$ cat src/rob_cfg_pkg.sv
// machine widths, program counter type and index and count sizing helpers
package rob_cfg_pkg;

    localparam int PC_W    = 32;  // program counter width
    localparam int CAUSE_W = 5;   // exception cause code width

    typedef logic [PC_W-1:0] pc_t;

    // bits needed to address a ring of depth entries
    function automatic int idx_bits(input int depth);
        if (depth > 1) begin
            return $clog2(depth);
        end
        return 1;
    endfunction

    // bits needed to hold any count from zero to depth
    function automatic int cnt_bits(input int depth);
        return $clog2(depth + 1);
    endfunction

endpackage

$ cat src/rob_result_pkg.sv
// execute result word encoding, exception cause codes and the result word union
package rob_result_pkg;

    import rob_cfg_pkg::*;

    localparam int INFO_W = 40;  // result word width, byte aligned

    typedef enum logic [CAUSE_W-1:0] {
        CAUSE_ILLEGAL_INSTR   = CAUSE_W'(2),
        CAUSE_LOAD_MISALIGN   = CAUSE_W'(4),
        CAUSE_LOAD_PAGE_FAULT = CAUSE_W'(13)
    } cause_t;

    typedef struct packed {
        logic [INFO_W-CAUSE_W-PC_W-1:0] pad;
        cause_t                         cause;
        pc_t                            tval;   // faulting address or instruction bits
    } exc_info_t;

    typedef struct packed {
        logic [INFO_W-PC_W-1:0] pad;
        pc_t                    target;  // resolved next pc
    } br_info_t;

    // one result word, read by the flag that comes with it
    typedef union packed {
        br_info_t  br;   // valid when the mispredict flag is set
        exc_info_t exc;  // valid when the exception flag is set
    } exe_info_u;

endpackage

$ cat src/rob_entry_table.sv
// reorder buffer entry ring with allocation, completion, in-order commit, flush and credits
`timescale 1ns/1ps

module rob_entry_table
    import rob_cfg_pkg::*, rob_result_pkg::*;
#(
    parameter int  DEPTH = 16,
    parameter int  DEC_W = 2,
    parameter int  COM_W = 2,
    parameter int  EXE_W = 2,
    localparam int IDX_W = idx_bits(DEPTH),
    localparam int CNT_W = cnt_bits(DEPTH)
)(
    input  logic                             clk,
    input  logic                             rst,
    input  logic      [DEC_W-1:0]            dec_valid,
    input  pc_t       [DEC_W-1:0]            dec_pc,
    input  logic      [EXE_W-1:0]            exe_valid,
    input  logic      [EXE_W-1:0][IDX_W-1:0] exe_tag,
    input  logic      [EXE_W-1:0]            exe_exc,
    input  exe_info_u [EXE_W-1:0]            exe_info,
    input  logic                             flush_valid,
    input  logic                             flush_keep_valid,
    input  logic      [IDX_W-1:0]            flush_keep_tag,
    output logic      [IDX_W-1:0]            alloc_tag,
    output logic      [IDX_W-1:0]            head_tag,
    output logic      [CNT_W-1:0]            occupancy,
    output logic                             head_exc,
    output pc_t                              head_pc,
    output exc_info_t                        head_info,
    output logic      [COM_W-1:0]            commit_valid,
    output pc_t       [COM_W-1:0]            commit_pc,
    output logic      [CNT_W-1:0]            credit_ret
);

    logic [IDX_W-1:0] head;       // oldest entry
    logic [IDX_W-1:0] tail;       // next free entry
    logic [CNT_W-1:0] count;      // entries in flight

    pc_t              pc_mem   [DEPTH];
    exc_info_t        info_mem [DEPTH];
    logic [DEPTH-1:0] done;       // result written back
    logic [DEPTH-1:0] exc;        // result carries an exception

    logic [CNT_W-1:0] n_dec;      // valid decode slots this cycle
    logic [CNT_W-1:0] n_commit;   // entries retiring this cycle
    logic [CNT_W-1:0] n_flush;    // entries discarded this cycle
    logic [IDX_W-1:0] keep_dist;  // distance of the last kept entry from head

    assign alloc_tag = tail;
    assign head_tag  = head;
    assign occupancy = count;
    assign head_pc   = pc_mem[head];
    assign head_info = info_mem[head];
    assign head_exc  = (count != '0) && done[head] && exc[head];
    assign keep_dist = flush_keep_tag - head;

    always_comb begin
        n_dec = '0;
        for (int i = 0; i < DEC_W; i++) begin
            if (dec_valid[i]) begin
                n_dec = n_dec + CNT_W'(1);
            end
        end
    end

    // committable prefix from head, stops at the first blocker
    always_comb begin
        logic [IDX_W-1:0] idx;
        logic             ok;
        ok       = 1'b1;
        n_commit = '0;
        for (int i = 0; i < COM_W; i++) begin
            idx = head + IDX_W'(i);
            ok  = ok && (CNT_W'(i) < count) && done[idx] && !exc[idx];
            if (flush_valid && !(flush_keep_valid && IDX_W'(i) <= keep_dist)) begin
                ok = 1'b0;  // younger than the redirecting branch
            end
            commit_valid[i] = ok;
            commit_pc[i]    = ok ? pc_mem[idx] : '0;
            if (ok) begin
                n_commit = n_commit + CNT_W'(1);
            end
        end
    end

    always_comb begin
        n_flush = '0;
        if (flush_valid) begin
            if (flush_keep_valid) begin
                n_flush = count - CNT_W'(keep_dist) - CNT_W'(1);  // all past the kept branch
            end else begin
                n_flush = count;                                 // trap drops everything
            end
        end
    end

    // decode offered during a flush is wrong-path and goes straight back as credit
    assign credit_ret = n_commit + n_flush + (flush_valid ? n_dec : '0);

    always_ff @(posedge clk) begin
        if (rst) begin
            head  <= '0;
            tail  <= '0;
            count <= '0;
            done  <= '0;
            exc   <= '0;
        end else begin
            head <= head + IDX_W'(n_commit);
            if (flush_valid) begin
                tail  <= flush_keep_valid ? flush_keep_tag + IDX_W'(1) : head;
                count <= count - n_commit - n_flush;
            end else begin
                tail  <= tail + IDX_W'(n_dec);
                count <= count + n_dec - n_commit;
            end
            for (int i = 0; i < DEC_W; i++) begin
                if (dec_valid[i] && !flush_valid) begin
                    done[tail + IDX_W'(i)] <= 1'b0;  // fresh entry starts incomplete
                    exc[tail + IDX_W'(i)]  <= 1'b0;
                end
            end
            for (int i = 0; i < EXE_W; i++) begin
                if (exe_valid[i]) begin
                    done[exe_tag[i]] <= 1'b1;
                    exc[exe_tag[i]]  <= exe_exc[i];
                end
            end
        end
    end

    always_ff @(posedge clk) begin
        for (int i = 0; i < DEC_W; i++) begin
            if (dec_valid[i] && !flush_valid) begin
                pc_mem[tail + IDX_W'(i)] <= dec_pc[i];
            end
        end
        for (int i = 0; i < EXE_W; i++) begin
            if (exe_valid[i] && exe_exc[i]) begin
                info_mem[exe_tag[i]] <= exe_info[i].exc;  // cause and tval view
            end
        end
    end

endmodule

$ cat src/branch_miss_tracker.sv
// oldest mispredicted branch search over execute results, held for one cycle
`timescale 1ns/1ps

module branch_miss_tracker
    import rob_cfg_pkg::*, rob_result_pkg::*;
#(
    parameter int  DEPTH = 16,
    parameter int  EXE_W = 2,
    localparam int IDX_W = idx_bits(DEPTH),
    localparam int CNT_W = cnt_bits(DEPTH)
)(
    input  logic                             clk,
    input  logic                             rst,
    input  logic      [EXE_W-1:0]            exe_valid,
    input  logic      [EXE_W-1:0][IDX_W-1:0] exe_tag,
    input  logic      [EXE_W-1:0]            exe_misp,
    input  exe_info_u [EXE_W-1:0]            exe_info,
    input  logic      [IDX_W-1:0]            head_tag,
    input  logic      [CNT_W-1:0]            occupancy,
    input  logic                             flush_valid,
    input  logic                             flush_keep_valid,
    input  logic      [IDX_W-1:0]            flush_keep_tag,
    output logic                             miss_valid,
    output logic      [IDX_W-1:0]            miss_tag,
    output pc_t                              miss_target
);

    logic             held_valid;
    logic [IDX_W-1:0] held_tag;
    pc_t              held_target;
    logic [IDX_W-1:0] held_age;

    logic             cand_valid;
    logic [IDX_W-1:0] cand_tag;
    logic [IDX_W-1:0] cand_age;
    pc_t              cand_target;
    logic [IDX_W-1:0] keep_age;   // age of the last entry a flush keeps

    assign keep_age = flush_keep_tag - head_tag;

    // age is the distance from head, smaller is older
    always_comb begin
        logic [IDX_W-1:0] age;
        logic             live;
        cand_valid  = 1'b0;
        cand_tag    = '0;
        cand_age    = '0;
        cand_target = '0;
        for (int i = 0; i < EXE_W; i++) begin
            age  = exe_tag[i] - head_tag;
            live = exe_valid[i] && exe_misp[i] && (CNT_W'(age) < occupancy);
            if (flush_valid && !(flush_keep_valid && age <= keep_age)) begin
                live = 1'b0;  // lost in this cycle's flush
            end
            if (live && (!cand_valid || age < cand_age)) begin
                cand_valid  = 1'b1;
                cand_tag    = exe_tag[i];
                cand_age    = age;
                cand_target = exe_info[i].br.target;
            end
        end
    end

    always_ff @(posedge clk) begin
        if (rst) begin
            held_valid <= 1'b0;
        end else begin
            held_valid <= cand_valid;  // one cycle only
        end
    end

    always_ff @(posedge clk) begin
        if (cand_valid) begin
            held_tag    <= cand_tag;
            held_target <= cand_target;
        end
    end

    assign held_age    = held_tag - head_tag;
    assign miss_valid  = held_valid && (CNT_W'(held_age) < occupancy);
    assign miss_tag    = held_tag;
    assign miss_target = held_target;

endmodule

$ cat src/redirect_select.sv
// front end redirect selection between head trap and held misprediction, with flush request
`timescale 1ns/1ps

module redirect_select
    import rob_cfg_pkg::*, rob_result_pkg::*;
#(
    parameter int  DEPTH = 16,
    localparam int IDX_W = idx_bits(DEPTH)
)(
    input  logic             head_exc,
    input  pc_t              head_pc,
    input  exc_info_t        head_info,
    input  logic [IDX_W-1:0] head_tag,
    input  logic             miss_valid,
    input  logic [IDX_W-1:0] miss_tag,
    input  pc_t              miss_target,
    input  pc_t              trap_vec,
    output logic             redirect_valid,
    output pc_t              redirect_pc,
    output pc_t              epc,
    output cause_t           cause,
    output pc_t              tval,
    output logic             flush_valid,
    output logic             flush_keep_valid,
    output logic [IDX_W-1:0] flush_keep_tag
);

    logic take_trap;  // head exception wins over any branch
    logic take_miss;

    assign take_trap = head_exc;
    assign take_miss = miss_valid && !head_exc;

    // front end target
    always_comb begin
        redirect_valid = take_trap || take_miss;
        redirect_pc    = '0;
        if (take_trap) begin
            redirect_pc = trap_vec;
        end else if (take_miss) begin
            redirect_pc = {miss_target[PC_W-1:1], 1'b0};  // keep fetch aligned
        end
    end

    // trap report, quiet unless a trap is taken
    always_comb begin
        epc   = '0;
        cause = cause_t'(0);
        tval  = '0;
        if (take_trap) begin
            epc   = head_pc;
            cause = head_info.cause;
            tval  = head_info.tval;
        end
    end

    // single flush request for the entry table and the tracker
    always_comb begin
        flush_valid      = take_trap || take_miss;
        flush_keep_valid = 1'b0;
        flush_keep_tag   = '0;
        if (take_trap) begin
            flush_keep_tag = head_tag - IDX_W'(1);  // nothing at or after head survives
        end else if (take_miss) begin
            flush_keep_valid = 1'b1;
            flush_keep_tag   = miss_tag;            // branch and older stay
        end
    end

endmodule

$ cat src/rob_commit_top.sv
// reorder buffer commit stage top level joining entry table, miss tracker and redirect select
`timescale 1ns/1ps

module rob_commit_top
    import rob_cfg_pkg::*, rob_result_pkg::*;
#(
    parameter int  DEPTH = 16,
    parameter int  DEC_W = 2,
    parameter int  EXE_W = 2,
    parameter int  COM_W = 2,
    localparam int IDX_W = idx_bits(DEPTH),
    localparam int CNT_W = cnt_bits(DEPTH)
)(
    input  logic                             clk,
    input  logic                             rst,
    input  logic      [DEC_W-1:0]            dec_valid,
    input  pc_t       [DEC_W-1:0]            dec_pc,
    input  logic      [EXE_W-1:0]            exe_valid,
    input  logic      [EXE_W-1:0][IDX_W-1:0] exe_tag,
    input  logic      [EXE_W-1:0]            exe_misp,
    input  logic      [EXE_W-1:0]            exe_exc,
    input  exe_info_u [EXE_W-1:0]            exe_info,
    input  pc_t                              trap_vec,
    output logic      [IDX_W-1:0]            alloc_tag,
    output logic      [COM_W-1:0]            commit_valid,
    output pc_t       [COM_W-1:0]            commit_pc,
    output logic      [CNT_W-1:0]            credit_ret,
    output logic                             redirect_valid,
    output pc_t                              redirect_pc,
    output pc_t                              epc,
    output cause_t                           cause,
    output pc_t                              tval
);

    logic [IDX_W-1:0] head_tag;
    logic [CNT_W-1:0] occupancy;
    logic             head_exc;
    pc_t              head_pc;
    exc_info_t        head_info;
    logic             miss_valid;
    logic [IDX_W-1:0] miss_tag;
    pc_t              miss_target;
    logic             flush_valid;
    logic             flush_keep_valid;
    logic [IDX_W-1:0] flush_keep_tag;

    rob_entry_table #(
        .DEPTH(DEPTH),
        .DEC_W(DEC_W),
        .COM_W(COM_W),
        .EXE_W(EXE_W)
    ) rob_entry_table_inst (
        .clk              (clk),
        .rst              (rst),
        .dec_valid        (dec_valid),
        .dec_pc           (dec_pc),
        .exe_valid        (exe_valid),
        .exe_tag          (exe_tag),
        .exe_exc          (exe_exc),
        .exe_info         (exe_info),
        .flush_valid      (flush_valid),
        .flush_keep_valid (flush_keep_valid),
        .flush_keep_tag   (flush_keep_tag),
        .alloc_tag        (alloc_tag),
        .head_tag         (head_tag),
        .occupancy        (occupancy),
        .head_exc         (head_exc),
        .head_pc          (head_pc),
        .head_info        (head_info),
        .commit_valid     (commit_valid),
        .commit_pc        (commit_pc),
        .credit_ret       (credit_ret)
    );

    branch_miss_tracker #(
        .DEPTH(DEPTH),
        .EXE_W(EXE_W)
    ) branch_miss_tracker_inst (
        .clk              (clk),
        .rst              (rst),
        .exe_valid        (exe_valid),
        .exe_tag          (exe_tag),
        .exe_misp         (exe_misp),
        .exe_info         (exe_info),
        .head_tag         (head_tag),
        .occupancy        (occupancy),
        .flush_valid      (flush_valid),
        .flush_keep_valid (flush_keep_valid),
        .flush_keep_tag   (flush_keep_tag),
        .miss_valid       (miss_valid),
        .miss_tag         (miss_tag),
        .miss_target      (miss_target)
    );

    redirect_select #(
        .DEPTH(DEPTH)
    ) redirect_select_inst (
        .head_exc         (head_exc),
        .head_pc          (head_pc),
        .head_info        (head_info),
        .head_tag         (head_tag),
        .miss_valid       (miss_valid),
        .miss_tag         (miss_tag),
        .miss_target      (miss_target),
        .trap_vec         (trap_vec),
        .redirect_valid   (redirect_valid),
        .redirect_pc      (redirect_pc),
        .epc              (epc),
        .cause            (cause),
        .tval             (tval),
        .flush_valid      (flush_valid),
        .flush_keep_valid (flush_keep_valid),
        .flush_keep_tag   (flush_keep_tag)
    );

endmodule

$ cat config.mk
export PLATFORM = sky130hd
export DESIGN_NAME = rob_commit_top
export DESIGN_NICKNAME = d
export VERILOG_FILES = /design/src/rob_cfg_pkg.sv /design/src/rob_result_pkg.sv /design/src/rob_entry_table.sv /design/src/branch_miss_tracker.sv /design/src/redirect_select.sv /design/src/rob_commit_top.sv
export SDC_FILE = /design/constraint.sdc
export NUM_CORES = 2
export LEC_CHECK = 0
export BUFFER_PORTS_ARGS = -buffer_cell sky130_fd_sc_hd__buf_2
export CAP_MARGIN = 5
export CORE_UTILIZATION = 35
export DETAILED_ROUTE_END_ITERATION = 6
export PLACE_DENSITY = 0.5
export SETUP_SLACK_MARGIN = 0.15
export SYNTH_ARGS = -nofsm -noshare
export SYNTH_HDL_FRONTEND = slang
export SYNTH_SLANG_ARGS = --single-unit
$ cat constraint.sdc
create_clock -name clk -period 7.7 [get_ports clk]
set_input_delay 1.54 -clock clk [delete_from_list [all_inputs] [get_ports clk]]
set_output_delay 1.54 -clock clk [all_outputs]
set_load 0.02 [all_outputs]
==> flow_summary.json <==
{
  "cp.required_ps": 6160,
  "cp.arrival_ps": 6090,
  "grt_pass1_wl_um": 332000,
  "fin_crit_ps": 7630,
  "antenna_found_initial": 38,
  "drive_above_1_share_pct": 49.3,
  "layout.cells.non_filler": 7197,
  "synth_top_area_share_pct": 51.1,
  "area_delta_synth_final_pct": 13.5,
  "vias": 42097,
  "critPathMaxStageDelay_ps": 480,
  "min_period_over_period_pct": 99.1,
  "drt-initial-drc-count": 3832,
  "power.share.clock_pct": 36.6,
  "viasPerCell": 5.85,
  "setup_violations": 0,
  "synthCells": 4405,
  "die-height_um": 439,
  "initial_core_util_pct": 35.2,
  "slew_violations": 0,
  "p_leak_nw": 24.9,
  "row_count": 160,
  "comb_power_share_pct": 19.5,
  "power.total_mw": 17.9,
  "clock_sinks": 1185,
  "synth-edff-count": 1139,
  "ir_drop_mv": 0.172,
  "cts_root_buffer": "clkbuf_16",
  "final_util_pct": 40.0,
  "wl_um": 236000,
  "relSlewSlack_pct": 18.6,
  "nNetsFinal": 4830,
  "track_usage_pct": 24.2,
  "crit_path_frequent_cell": "fa_2",
  "syn_nets": 4670,
  "synth_async_sr_flop_share_pct": 0,
  "cp_top_family": "adder cells",
  "seqPwrFrac_pct": 43.8,
  "ys.flop_type": "edfxtp_1",
  "synthTopCellsByArea": "edfxtp_1, mux2_2, mux4_2",
  "critPathMaxFanout": 3,
  "crit_path_end_kind": "primary output",
  "grt_pass1_vias": 42768,
  "yosysWarnings": 0,
  "violations": "design-rule violations",
  "holdWs_ps": 487,
  "synth_top_cell_by_area": "edfxtp_1",
  "hold_viol": 0,
  "tightestPinTransition_ps": 1220,
  "syn_area_per_cell_um2": 15.2,
  "p_int_mw": 12.8,
  "yosysSeqAreaShare_pct": 52.5,
  "p_sw_share_pct": 28.7,
  "clk_path_buf_depth": 3,
  "die_area_um2": 193000,
  "place_congestion": 0.788,
  "ioPinCount": 371,
  "ys_ff_latch": 1185,
  "startpoint_type": "flop",
  "path_class": "flop to primary output",
  "power_density_nw_per_um2": 236,
  "rsz0062_at_grt": "true",
  "hold_path.class": "flop to flop",
  "grt_max_degree": 132,
  "cts_max_level": 4,
  "p_sw_mw": 5.15,
  "path_clk_slew_ps": 60,
  "yosys.cell_types.count": 70,
  "fillers": 17657,
  "syn-cell-area_um2": 66900,
  "cts_tree": "built",
  "critPathBufInv": 4,
  "numCtsBuffers": 145,
  "place_hpwl_um": 128000,
  "status": "finished, violations left",
  "synth.most_common_cell": "edfxtp_1",
  "critPathSlowestCell": "fa_2",
  "first_pass_iters": 7,
  "wire_per_inst_um": 32.8,
  "skew_ps": 25.1,
  "maxCapViolCount": 0,
  "dp.cells": 6909,
  "grt-ovfl-total": 0,
  "io_buffers": 364,
  "clk_latency_ps": 790,
  "fp.dieW_um": 439,
  "rrSetupSlack_ps": 760,
  "drc": 1,
  "path_cells": "inv_1, ha_2, inv_2, fa_2, ha_1, a21bo_4, a2111oi_4, or2_4, nor2_4, a21oi_2, ha_2, fa_2, fa_1, a22oi_2, fa_2, inv_2, ha_4, a21o_1, nand3_2, a311o_1, a21oi_4, buf_6",
  "synthTopCellsByCount": "edfxtp_1, mux2_2, mux4_2",
  "core_um2": 190000,
  "ant_nets": 0,
  "fmaxAchievable_mhz": 131
}
layout by cell type, fill, tap and decap left out, types with 84 or more instances in the layout:
cell       instances
mux2i_1          139
buf_2            361
mux4_2           384
a21oi_1          108
mux2_2          1128
nor2_1            84
nand2_1          120
clkbuf_16        150
edfxtp_1        1139
buf_4             98
power groups by stage:
stage / logic [mW] / clock network [mW] / registers [mW]
6_report: 3.50 / 6.57 / 7.86
5_1_grt: 3.74 / 6.93 / 7.90
4_1_cts: 3.51 / 6.70 / 7.85
3_5_place_dp: 3.42 / 0 / 7.98
3_3_place_gp: 3.41 / 0 / 7.97
2_1_floorplan: 2.24 / 0 / 7.90
path summary, 6_finish.rpt:
| path | to | cells after the start | startpoint |
|---|---|---|---|
| hold reg to reg | rob_entry_table_inst.done[11]$_SDFF_PP0_ | 2 | rob_entry_table_inst.done[11]$_SDFF_PP0_ |
| setup / recovery | credit_ret[4] | 22 | branch_miss_tracker_inst.miss_tag[0]$_DFFE_PP_ |
| hold / removal | rob_entry_table_inst.done[11]$_SDFF_PP0_ | 2 | rob_entry_table_inst.done[11]$_SDFF_PP0_ |
| setup reg to reg | branch_miss_tracker_inst.miss_target[18]$_DFFE_PP_ | 35 | branch_miss_tracker_inst.miss_tag[0]$_DFFE_PP_ |
worst register-to-register path, delay by kind of cell, from the launching register on:
family                   cells  cell delay, ps
flip-flops                   1             380
AO/OA/AOI/OAI               11            2210
AND/OR/NAND/NOR             11            1160
XOR/XNOR                     2             390
adder cells (fa/ha/maj)      6            1840
buffers and inverters        5             730
area by class of cell:
type	count	area [um2]	share of cell area, %
sequential	1185	35100	46.3
tap	2511	3140	4.14
timing repair buffer	468	2710	3.57
inverter	70	268	0.353
clock inverter	72	500	0.659
clock buffer	190	3920	5.17
antenna	6	15.0	0.0198
multi-input combinational	2695	30200	39.8
repair_timing:
| action | 4_1_cts | 5_1_grt |
|---|---|---|
| pin swaps | 23 | 18 |
| hold buffers | 0 | 0 |
| resized for setup | 44 | 10 |
| cloned | 0 | 0 |
| endpoints found under the setup margin | 27 | 35 |
| setup buffers | 15 | 5 |
state kept, by name (all words and copies together) (netlist names):
| signal | flops |
|---|---|
| rob_entry_table_inst.occupancy | 5 |
| rob_entry_table_inst.exc | 16 |
| rob_entry_table_inst.alloc_tag | 4 |
| rob_entry_table_inst.info_mem | 592 |
| branch_miss_tracker_inst.held_valid | 1 |
| rob_entry_table_inst.pc_mem | 512 |
| rob_entry_table_inst.head_tag | 4 |
| branch_miss_tracker_inst.miss_target | 31 |
| branch_miss_tracker_inst.miss_tag | 4 |
| rob_entry_table_inst.done | 16 |
layer usage:
metal	global-route usage, %	routed length [um]	up-vias
li1	-	-	17923
met1	31.3	97200	22235
met2	41.4	118000	1521
met3	3.41	12900	398
met4	8.09	7630	20
met5	0	147	-
through the flow:
stage	cell area, um2	TNS, ps	setup slack, ps
after global routing	75900	-158	-158
final	75900	0	68.9
after detailed placement	71200	0	176
after CTS	75900	0	36.3
after global placement	71200	0	232
after floorplan	67000	0	170
cell families (layout without fill, tap and decap cells):
family	Yosys count	count (layout)	share of synthesized area [%]
mux	1667	1667	34.3
flops	1185	1185	52.5
buf+inv	525	800	3.42
simple gates	524	524	3.90
compound gates	397	397	3.96
fa+ha+maj	73	73	1.51
xor+xnor	34	34	0.456
other cells	0	6	0
Power figures use the tool's default switching activity.
